[config.mk]
export PLATFORM = sky130hd
export DESIGN_NAME = divmmc_top
export DESIGN_NICKNAME = d
export VERILOG_FILES = /design/src/source/divmmc_pkg.sv /design/src/source/cpu_bus_decode.sv /design/src/source/divmmc_regs.sv /design/src/source/divmmc_top.sv /design/src/source/paging_ctrl.sv /design/src/source/spi_master.sv
export VERILOG_INCLUDE_DIRS = /design/src /design/src/source
export SDC_FILE = /design/constraint.sdc
export NUM_CORES = 1
export LEC_CHECK = 0
export BUFFER_PORTS_ARGS = -buffer_cell sky130_fd_sc_hd__buf_2
export CORE_UTILIZATION = 45
export CTS_CLUSTER_DIAMETER = 200
export DETAILED_ROUTE_END_ITERATION = 10
export PLACE_DENSITY = 0.69
export SKIP_LAST_GASP = 1
export SYNTH_ARGS = -nofsm -noshare
export SYNTH_HDL_FRONTEND = slang
export SYNTH_HIERARCHICAL = 1
export SYNTH_SLANG_ARGS = --single-unit
[constraint.sdc]
create_clock -name clk_sys -period 3.2 [get_ports clk_sys]
set_input_delay 0.64 -clock clk_sys [delete_from_list [all_inputs] [get_ports clk_sys]]
set_output_delay 0.64 -clock clk_sys [all_outputs]
set_load 0.02 [all_outputs]
[src/source/divmmc_cfg.svh]
`ifndef DIVMMC_CFG_SVH
`define DIVMMC_CFG_SVH

// Low address byte of each I/O port
`define PORT_CS_A      8'hE7    // Card select, modes 1 and 3
`define PORT_IO_A      8'hEB    // SPI data, modes 1 and 3
`define PORT_CS_B      8'h1F    // Card select, mode 2
`define PORT_IO_B      8'h3F    // SPI data, mode 2
`define PORT_MEMCTL    8'hE3    // Memory control, mode 3 only

// Entry points that arm the automapper
`define TRAP_ENTRY_0   16'h0000
`define TRAP_ENTRY_1   16'h0008
`define TRAP_ENTRY_2   16'h0038
`define TRAP_ENTRY_3   16'h0066

// Tape loader hooks, suppressed by disable_pagein
`define TRAP_TAPE_0    16'h04C6
`define TRAP_TAPE_1    16'h0562

// High byte of the page that maps in without waiting for refresh
`define TRAP_ROM_HI    8'h3D

// Start of the eight exit addresses
`define TRAP_EXIT_BASE 16'h1FF8

// RAM bank seen on page 0 when mapram is set
`define PAGE0_BANK     4'd3

`define SPI_BITS       8

`endif

[src/source/divmmc_pkg.sv]
`default_nettype none

package divmmc_pkg;

   // Raw CPU bus, strobes are active low
   typedef struct packed {
      logic        wr_n;
      logic        rd_n;
      logic        mreq_n;
      logic        rfsh_n;
      logic        iorq_n;
      logic        m1_n;
      logic [15:0] addr;
   } cpu_bus_t;

   // Decoded bus activity
   typedef struct packed {
      logic io_wr;        // One cycle per I/O write
      logic io_rd;        // One cycle per I/O read
      logic m1_fetch;     // One cycle per opcode fetch
      logic refresh;      // High while a refresh cycle runs
      logic hit_cs;
      logic hit_io;
      logic hit_memctl;
   } bus_event_t;

   typedef struct packed {
      logic       conmem;
      logic       mapram;
      logic [1:0] unused;
      logic [3:0] sram_page;
   } memctl_t;

   typedef struct packed {
      logic [6:0] unused;
      logic       ss;
   } cs_byte_t;

   // Same data byte, read by whichever port was hit
   typedef union packed {
      memctl_t    ctl;
      cs_byte_t   cs;
      logic [7:0] raw;
   } io_data_u;

   typedef struct packed {
      logic       conmem;
      logic       mapram;
      logic [3:0] sram_page;
   } map_ctl_t;

endpackage

`default_nettype wire

[src/source/cpu_bus_decode.sv]
`default_nettype none

`include "divmmc_cfg.svh"

module cpu_bus_decode
   import divmmc_pkg::*;
(
   input  wire logic       clk_sys,
   input  wire logic       arst_n,
   input  wire cpu_bus_t   bus,
   input  wire logic [1:0] mode,
   input  wire logic       enable,
   output bus_event_t      evt
);

   logic       io_wr_c;
   logic       io_rd_c;
   logic       m1_c;
   logic       io_wr_old;
   logic       io_rd_old;
   logic       m1_old;
   logic       io_wr_q;
   logic       io_rd_q;
   logic       m1_q;
   logic [7:0] port;
   logic       mode_a;
   logic       mode_b;

   // Access conditions straight off the bus
   assign io_wr_c = ~bus.iorq_n & ~bus.wr_n & bus.m1_n;
   assign io_rd_c = ~bus.iorq_n & ~bus.rd_n & bus.m1_n;
   assign m1_c    = ~bus.mreq_n & ~bus.m1_n;

   always_ff @(posedge clk_sys or negedge arst_n) begin
      if (!arst_n) begin
         io_wr_old <= 1'b0;
         io_rd_old <= 1'b0;
         m1_old    <= 1'b0;
         io_wr_q   <= 1'b0;
         io_rd_q   <= 1'b0;
         m1_q      <= 1'b0;
      end else begin
         io_wr_old <= io_wr_c;
         io_rd_old <= io_rd_c;
         m1_old    <= m1_c;
         // Rising edge of each condition, only while enabled
         io_wr_q   <= enable & io_wr_c & ~io_wr_old;
         io_rd_q   <= enable & io_rd_c & ~io_rd_old;
         m1_q      <= enable & m1_c & ~m1_old;
      end
   end

   assign port   = bus.addr[7:0];
   assign mode_a = mode[0];         // Modes 1 and 3
   assign mode_b = (mode == 2'b10);

   always_comb begin
      evt            = '0;
      evt.io_wr      = io_wr_q;
      evt.io_rd      = io_rd_q;
      evt.m1_fetch   = m1_q;
      evt.refresh    = ~bus.rfsh_n;
      evt.hit_cs     = (mode_a && port == `PORT_CS_A) || (mode_b && port == `PORT_CS_B);
      evt.hit_io     = (mode_a && port == `PORT_IO_A) || (mode_b && port == `PORT_IO_B);
      evt.hit_memctl = (mode == 2'b11) && (port == `PORT_MEMCTL);
   end

   // A well-formed bus never starts two kinds of access at once
   a_one_access: assert property (
      @(posedge clk_sys) disable iff (!arst_n)
      $onehot0({evt.io_wr, evt.io_rd, evt.m1_fetch})
   ) else $error("cpu_bus_decode: overlapping access strobes");

endmodule

`default_nettype wire

[src/source/divmmc_regs.sv]
`default_nettype none

module divmmc_regs
   import divmmc_pkg::*;
(
   input  wire logic       clk_sys,
   input  wire logic       arst_n,
   input  wire logic       enable,
   input  wire bus_event_t evt,
   input  wire io_data_u   din,
   output logic            spi_ss,
   output map_ctl_t        map,
   output logic            tx_start,
   output logic            rx_start,
   output logic [7:0]      tx_byte
);

   logic spi_wr;
   logic spi_rd;

   assign spi_wr = evt.io_wr & evt.hit_io;
   assign spi_rd = evt.io_rd & evt.hit_io;

   always_ff @(posedge clk_sys or negedge arst_n) begin
      if (!arst_n) begin
         spi_ss   <= 1'b1;   // Card deselected
         map      <= '0;
         tx_start <= 1'b0;
         rx_start <= 1'b0;
      end else begin
         tx_start <= enable & spi_wr;
         rx_start <= enable & spi_rd;
         if (!enable) begin
            spi_ss <= 1'b1;
            map    <= '0;
         end else begin
            if (evt.io_wr && evt.hit_cs)
               spi_ss <= din.cs.ss;
            if (evt.io_wr && evt.hit_memctl) begin
               map.conmem    <= din.ctl.conmem;
               map.mapram    <= din.ctl.mapram;
               map.sram_page <= din.ctl.sram_page;
            end
         end
      end
   end

   // Byte handed to the shifter with the start strobe
   always_ff @(posedge clk_sys) begin
      if (spi_wr)
         tx_byte <= din.raw;
      else if (spi_rd)
         tx_byte <= 8'hFF;   // Reads clock out all ones
   end

   a_start_excl: assert property (
      @(posedge clk_sys) disable iff (!arst_n)
      !(tx_start && rx_start)
   ) else $error("divmmc_regs: tx_start and rx_start together");

endmodule

`default_nettype wire

[src/source/divmmc_top.sv]
`default_nettype none

module divmmc_top
   import divmmc_pkg::*;
(
   input  wire logic       clk_sys,
   input  wire logic       arst_n,
   input  wire cpu_bus_t   bus,
   input  wire logic [1:0] mode,
   input  wire logic [7:0] din,
   output logic [7:0]      dout,
   input  wire logic       enable,
   input  wire logic       disable_pagein,
   output logic            active_io,
   output logic            rom_active,
   output logic            ram_active,
   output logic [3:0]      ram_bank,
   output logic            spi_ss,
   output logic            spi_clk,
   output logic            spi_do,
   input  wire logic       spi_di
);

   bus_event_t evt;
   map_ctl_t   map;
   logic       tx_start;
   logic       rx_start;
   logic [7:0] tx_byte;

   assign active_io = evt.hit_io;   // SPI data port is being addressed

   cpu_bus_decode u_bus_decode (
      .clk_sys (clk_sys),
      .arst_n  (arst_n),
      .bus     (bus),
      .mode    (mode),
      .enable  (enable),
      .evt     (evt)
   );

   divmmc_regs u_regs (
      .clk_sys  (clk_sys),
      .arst_n   (arst_n),
      .enable   (enable),
      .evt      (evt),
      .din      (din),
      .spi_ss   (spi_ss),
      .map      (map),
      .tx_start (tx_start),
      .rx_start (rx_start),
      .tx_byte  (tx_byte)
   );

   paging_ctrl u_paging (
      .clk_sys        (clk_sys),
      .arst_n         (arst_n),
      .enable         (enable),
      .mode           (mode),
      .evt            (evt),
      .addr           (bus.addr),
      .rfsh_n         (bus.rfsh_n),
      .disable_pagein (disable_pagein),
      .map            (map),
      .rom_active     (rom_active),
      .ram_active     (ram_active),
      .ram_bank       (ram_bank)
   );

   spi_master u_spi (
      .clk_sys  (clk_sys),
      .arst_n   (arst_n),
      .tx_start (tx_start),
      .rx_start (rx_start),
      .tx_byte  (tx_byte),
      .dout     (dout),
      .spi_clk  (spi_clk),
      .spi_do   (spi_do),
      .spi_di   (spi_di)
   );

endmodule

`default_nettype wire

[src/source/paging_ctrl.sv]
`default_nettype none

`include "divmmc_cfg.svh"

module paging_ctrl
   import divmmc_pkg::*;
(
   input  wire logic        clk_sys,
   input  wire logic        arst_n,
   input  wire logic        enable,
   input  wire logic [1:0]  mode,
   input  wire bus_event_t  evt,
   input  wire logic [15:0] addr,
   input  wire logic        rfsh_n,
   input  wire logic        disable_pagein,
   input  wire map_ctl_t    map,
   output logic             rom_active,
   output logic             ram_active,
   output logic [3:0]       ram_bank
);

   logic trigger;
   logic automap;
   logic hit_entry;
   logic hit_tape;
   logic hit_rom_hi;
   logic hit_exit;
   logic page0;
   logic page1;

   assign hit_entry  = (addr == `TRAP_ENTRY_0) || (addr == `TRAP_ENTRY_1) ||
                       (addr == `TRAP_ENTRY_2) || (addr == `TRAP_ENTRY_3);
   assign hit_tape   = (addr == `TRAP_TAPE_0) || (addr == `TRAP_TAPE_1);
   assign hit_rom_hi = (addr[15:8] == `TRAP_ROM_HI);
   assign hit_exit   = ((addr & 16'hFFF8) == `TRAP_EXIT_BASE);   // 1FF8 to 1FFF

   // Trigger is armed by a fetch and copied to automap on refresh
   always_ff @(posedge clk_sys or negedge arst_n) begin
      if (!arst_n) begin
         trigger <= 1'b0;
         automap <= 1'b0;
      end else if (!enable || mode != 2'b11) begin
         trigger <= 1'b0;
         automap <= 1'b0;
      end else begin
         if (evt.m1_fetch) begin
            if (hit_entry) begin
               trigger <= 1'b1;
            end else if (hit_tape) begin
               trigger <= ~disable_pagein;
            end else if (hit_rom_hi) begin
               trigger <= 1'b1;
               automap <= 1'b1;   // No wait for refresh
            end else if (hit_exit) begin
               trigger <= 1'b0;
            end
         end
         if (evt.refresh)
            automap <= trigger;
      end
   end

   assign page0 = (addr[15:13] == 3'b000);
   assign page1 = (addr[15:13] == 3'b001);

   // Overlay select
   always_comb begin
      rom_active = rfsh_n & page0 & (map.conmem | (automap & ~map.mapram));
      ram_active = (rfsh_n & page0 & automap & map.mapram & ~map.conmem) |
                   (page1 & (map.conmem | automap));
      ram_bank   = page0 ? `PAGE0_BANK : map.sram_page;
   end

   // Automap only switches on from an armed trigger or a 3Dxx fetch
   a_automap_src: assert property (
      @(posedge clk_sys) disable iff (!arst_n)
      $rose(automap) |-> $past(trigger || (evt.m1_fetch && hit_rom_hi))
   ) else $error("paging_ctrl: automap set without a trigger");

endmodule

`default_nettype wire

[src/source/spi_master.sv]
`default_nettype none

`include "divmmc_cfg.svh"

module spi_master (
   input  wire logic       clk_sys,
   input  wire logic       arst_n,
   input  wire logic       tx_start,
   input  wire logic       rx_start,
   input  wire logic [7:0] tx_byte,
   output logic [7:0]      dout,
   output logic            spi_clk,
   output logic            spi_do,
   input  wire logic       spi_di
);

   // Last half cycle of a byte
   localparam logic [3:0] HALF_LAST = 4'(2 * `SPI_BITS - 1);

   logic                 busy;
   logic [3:0]           cnt;      // Half-cycle counter
   logic                 clk_q;
   logic [`SPI_BITS-1:0] sreg;     // Full-duplex shift register
   logic                 rx_bit;   // Bit sampled on the rising edge
   logic                 start;

   // Starts during a transfer are ignored
   assign start = (tx_start | rx_start) & ~busy;

   always_ff @(posedge clk_sys or negedge arst_n) begin
      if (!arst_n) begin
         busy  <= 1'b0;
         cnt   <= '0;
         clk_q <= 1'b0;
         dout  <= '0;
      end else if (!busy) begin
         if (start) begin
            busy  <= 1'b1;
            cnt   <= '0;
            clk_q <= 1'b0;
         end
      end else begin
         clk_q <= ~clk_q;
         cnt   <= cnt + 4'd1;
         if (cnt == HALF_LAST) begin
            busy  <= 1'b0;
            clk_q <= 1'b0;   // Back to idle low
            dout  <= {sreg[`SPI_BITS-2:0], rx_bit};
         end
      end
   end

   // Even count means spi_clk is about to rise
   always_ff @(posedge clk_sys) begin
      if (start) begin
         sreg <= tx_byte;
      end else if (busy) begin
         if (!cnt[0])
            rx_bit <= spi_di;
         else
            sreg <= {sreg[`SPI_BITS-2:0], rx_bit};   // Falling edge
      end
   end

   assign spi_clk = clk_q;
   assign spi_do  = busy & sreg[`SPI_BITS-1];   // MSB first

   a_clk_idle: assert property (
      @(posedge clk_sys) disable iff (!arst_n)
      !busy |-> !spi_clk
   ) else $error("spi_master: spi_clk high while idle");

endmodule

`default_nettype wire

==> results by group <==
Run status
  • Status: finished clean

Pwr
  • PD cells: 417 nW/um^2
  • Switch share: 22.8%
  • Peak supply drop: around 230 uV
  • Clk pwr share: 35.5%
  • Sequential power share: 57.4%
  • Gate power share: 7.1%
  • Pleak: about 0.0012 uW
  • Pint: just under 900 uW
  • Switching power total: approximately 260 uW

Clocking
  • Insertion delay to the later sink of the worst-skew pair: about 0.3 ns
  • # resized after CTS: 0
  • Clk sink count: 48
  • Root buf cell: clkbuf_8
  • CTS Buffer Depth: 2
  • Cts hold-fix bufs: 0
  • Worst-path clk slew: 0.09 ns
  • Num CTS Buffers: 5
  • Max H-tree Level: 2
  • # Post-CTS Setup Buffers: 0
  • TritonCTS clock tree: done

Yosys
  • Synth Area in Adders: 0.543%
  • Leading area contributor after synthesis: dfrtp_1
  • Share of the synthesized area in the top cell type: 32.6%
  • Distinct cells, synth: between 40 and 50
  • Async set-or-reset flop fraction in the synthesized netlist: between 60% and 70%
  • Post-synthesis sequential area ratio: a little under three fifths
  • Synth Area in Compound Gates: under 10%
  • Synthesized net count: about 220
  • Avg Cell Area, Syn: about 13 um^2
  • Synth warn: 6
  • Post-Synth XOR/XNOR Area: 0.760%
  • Seq cells post-synth: 48
  • Cell area after synthesis: between 2000 and 2500 um^2
  • Ys flop type: dfrtp_1
  • Ranking of synthesized cells by area: dfrtp_1 (33%), edfxtp_1 (22%), mux2_2 (8.3%), nand4_1 (3.0%), nor4b_1 (2.3%)
  • Simple-gate portion of the synthesized area: 23.0%
  • Fraction of synthesized area in multiplexers: 8.31%
  • Cell count after synthesis: roughly 180
  • Largest family of logic cells by synthesized area: simple AND/OR/NAND/NOR gates
  • Post-synth EDFFs: 17

Critical path
  • CP Class: input pin to primary output
  • Capturing element type of the critical path: primary output
  • Worst path bufs/invs: 2
  • Slowest stage cell, crit path: a21oi_1
  • Largest delay share family, worst path: simple AND/OR/NAND/NOR gates
  • Worst path max stage delay: 0.41 ns
  • Critical path peak fanout: 7
  • Crit path DAT: 1.86 ns
  • Worst path required time: about 2.6 ns
  • Cell Chain, Critical Path: buf_2 > and4bb_1 > nand4b_1 > a21oi_1 > buf_2
  • Worst r2r src: u_spi/busy
  • Most used cell, CP: buf_2
  • Reg2Reg Depth: 2
  • R2R Setup Slk: approximately 1.6 ns
  • Worst path depth: 5
  • R2R Path End: u_spi/sreg[3]
  • Critical Path Start Type: input pin

Placement
  • Pre-CTS setup slack: 0.720 ns
  • DP Wirelength: between 3000 and 4000 um
  • Post-placement cell count: 300
  • GPL Wtd Cong: 0.911
  • I/O Buffers: 54

Final layout
  • Fill count: 434
  • P&R area growth vs syn: 18.0%
  • Nets: 278
  • Area occupied by multi-input gates: 948 um^2
  • Most common cell after layout, fill and taps aside: buf_2
  • Post-route insts no fill: 308
  • ANT cells: 0
  • Most frequent cells in the layout: buf_2 (54), dfrtp_1 (30), mux2_2 (17), edfxtp_1 (17), nand2_1 (12)
  • Register area: roughly 1300 um^2
  • Share of layout cells above drive strength 1: between 30% and 40%

Detailed routing
  • DR iter-0 viols: 95
  • Wire per inst: 13.4 um
  • Via Count: 1625
  • Vias/cell: about 5.3
  • DRC viols: 0
  • Pre-antenna DRT Iters: 4
  • WL final: roughly 4100 um
  • Post-DRT Antenna Nets: 0

Timing
  • Setup TNS: 0 ns
  • Max_slew headroom: 53.5%
  • RSZ-0062 raised after global routing: no
  • Crit path time final: 2.50 ns
  • Final setup fails: 0
  • Period utilization: 78.2%
  • Final Hold Fails: 0
  • Clock skew: ~0.0074 ns
  • Final slew viol count: 0
  • Worst-margin pin slew: 0.691 ns
  • Fmax: 400 MHz
  • Post-route setup slack: 0.698 ns

Floorplan
  • Initial Util: a little under half
  • # rows: 25
  • Die area: 5410 um^2
  • Num ports: 55
  • Die W: approximately 74 um
  • Core Area: 4820 um^2
  • Die Ht: 73.5 um

GRT
  • Global-route wire length before repair: approximately 6700 um
  • Initial antenna violation count: 0
  • GRT overflow: 0
  • Vias in the first global route: 1539
  • Largest net degree at the start of global routing: 32
  • Total track usage: 16.5%

Worst hold path
  • Min-Delay Path Class: input pin to asynchronous set/reset pin

Run
  • Max-cap viol count: 0
==> layer usage <==
metal | share of wire [%] | vias to the layer above | GRT usage (%) | routed length [um]
met5 | 0 | - | 0 | 0
met4 | 1.2 | 0 | 5.34 | 48
met3 | 4.7 | 5 | 5.62 | 194
met2 | 47 | 43 | 26.7 | 1930
met1 | 48 | 773 | 20.9 | 1970
li1 | - | 804 | - | -
==> layout make-up <==
| cell class | count | area share (%) |
|---|---|---|
| clock buffers | 6 | 3.45 |
| clock inverters | 2 | 0.460 |
| inverters | 4 | 0.552 |
| multi-input cells | 126 | 34.9 |
| flip-flops and latches | 48 | 47.4 |
| well taps | 67 | 3.08 |
| repair buffers | 55 | 10.2 |
==> worst max-delay path by stage <==
stage	slack (ns)	startpoint	end
after floorplan	0.76	bus[18]	ram_active
after CTS	0.72	bus[6]	active_io
after global routing	0.64	bus[6]	active_io
after detailed placement	0.72	bus[6]	active_io
final	0.70	bus[6]	active_io
after global placement	0.76	bus[6]	active_io
==> through the flow <==
| step | power [uW] | instance area (um^2) | hold slack [ns] | util [%] |
|---|---|---|---|---|
| 2_1_floorplan | 695 | 2300 | 0.344 | - |
| 3_3_place_gp | 743 | 2610 | 0.391 | 54.2 |
| 3_5_place_dp | 745 | 2610 | 0.407 | 54.2 |
| 4_1_cts | 1150 | 2720 | 0.379 | 56.4 |
| 5_1_grt | 1180 | 2720 | 0.414 | 56.4 |
| 6_report | 1130 | 2720 | 0.358 | 56.4 |
==> power by group through the flow <==
| stage | clock, uW | sequential (uW) | combinational (uW) |
|---|---|---|---|
| finish | 403 | 651 | 80.5 |
| global route | 440 | 653 | 90.3 |
| CTS | 417 | 651 | 81.2 |
| detailed placement | 0 | 664 | 81.0 |
| global placement | 0 | 664 | 79.4 |
| floorplan | 0 | 665 | 29.6 |
==> state kept, by name, indices dropped and copies added (netlist names), 4 cells and up <==
signal          flops
u_spi/dout          8
u_spi/sreg          8
u_spi/cnt           4
u_regs/tx_byte      8
u_regs/map          6
==> synth_stat cells, drive strengths merged, types with 2 or more instances <==
master	number
a21o	2
a21oi	6
a22o	3
and2	2
and3	4
and4bb	3
buf	6
dfrtp	30
edfxtp	17
inv	4
mux2	17
nand2	13
nand2b	2
nand3	7
nand4	12
nor2	5
nor2b	3
nor3	3
nor4b	6
nor4bb	2
o21ai	10
or2	10
==> logic make-up after synthesis <==
logic type	count (synthesis)
adders and majority gates	1
DFF	48
muxes	17
AOI/OAI and AO/OA	28
buffers and inverters	10
xor gates and xnor gates	2
and+or+nand+nor	78
Power figures use the tool's default switching activity.
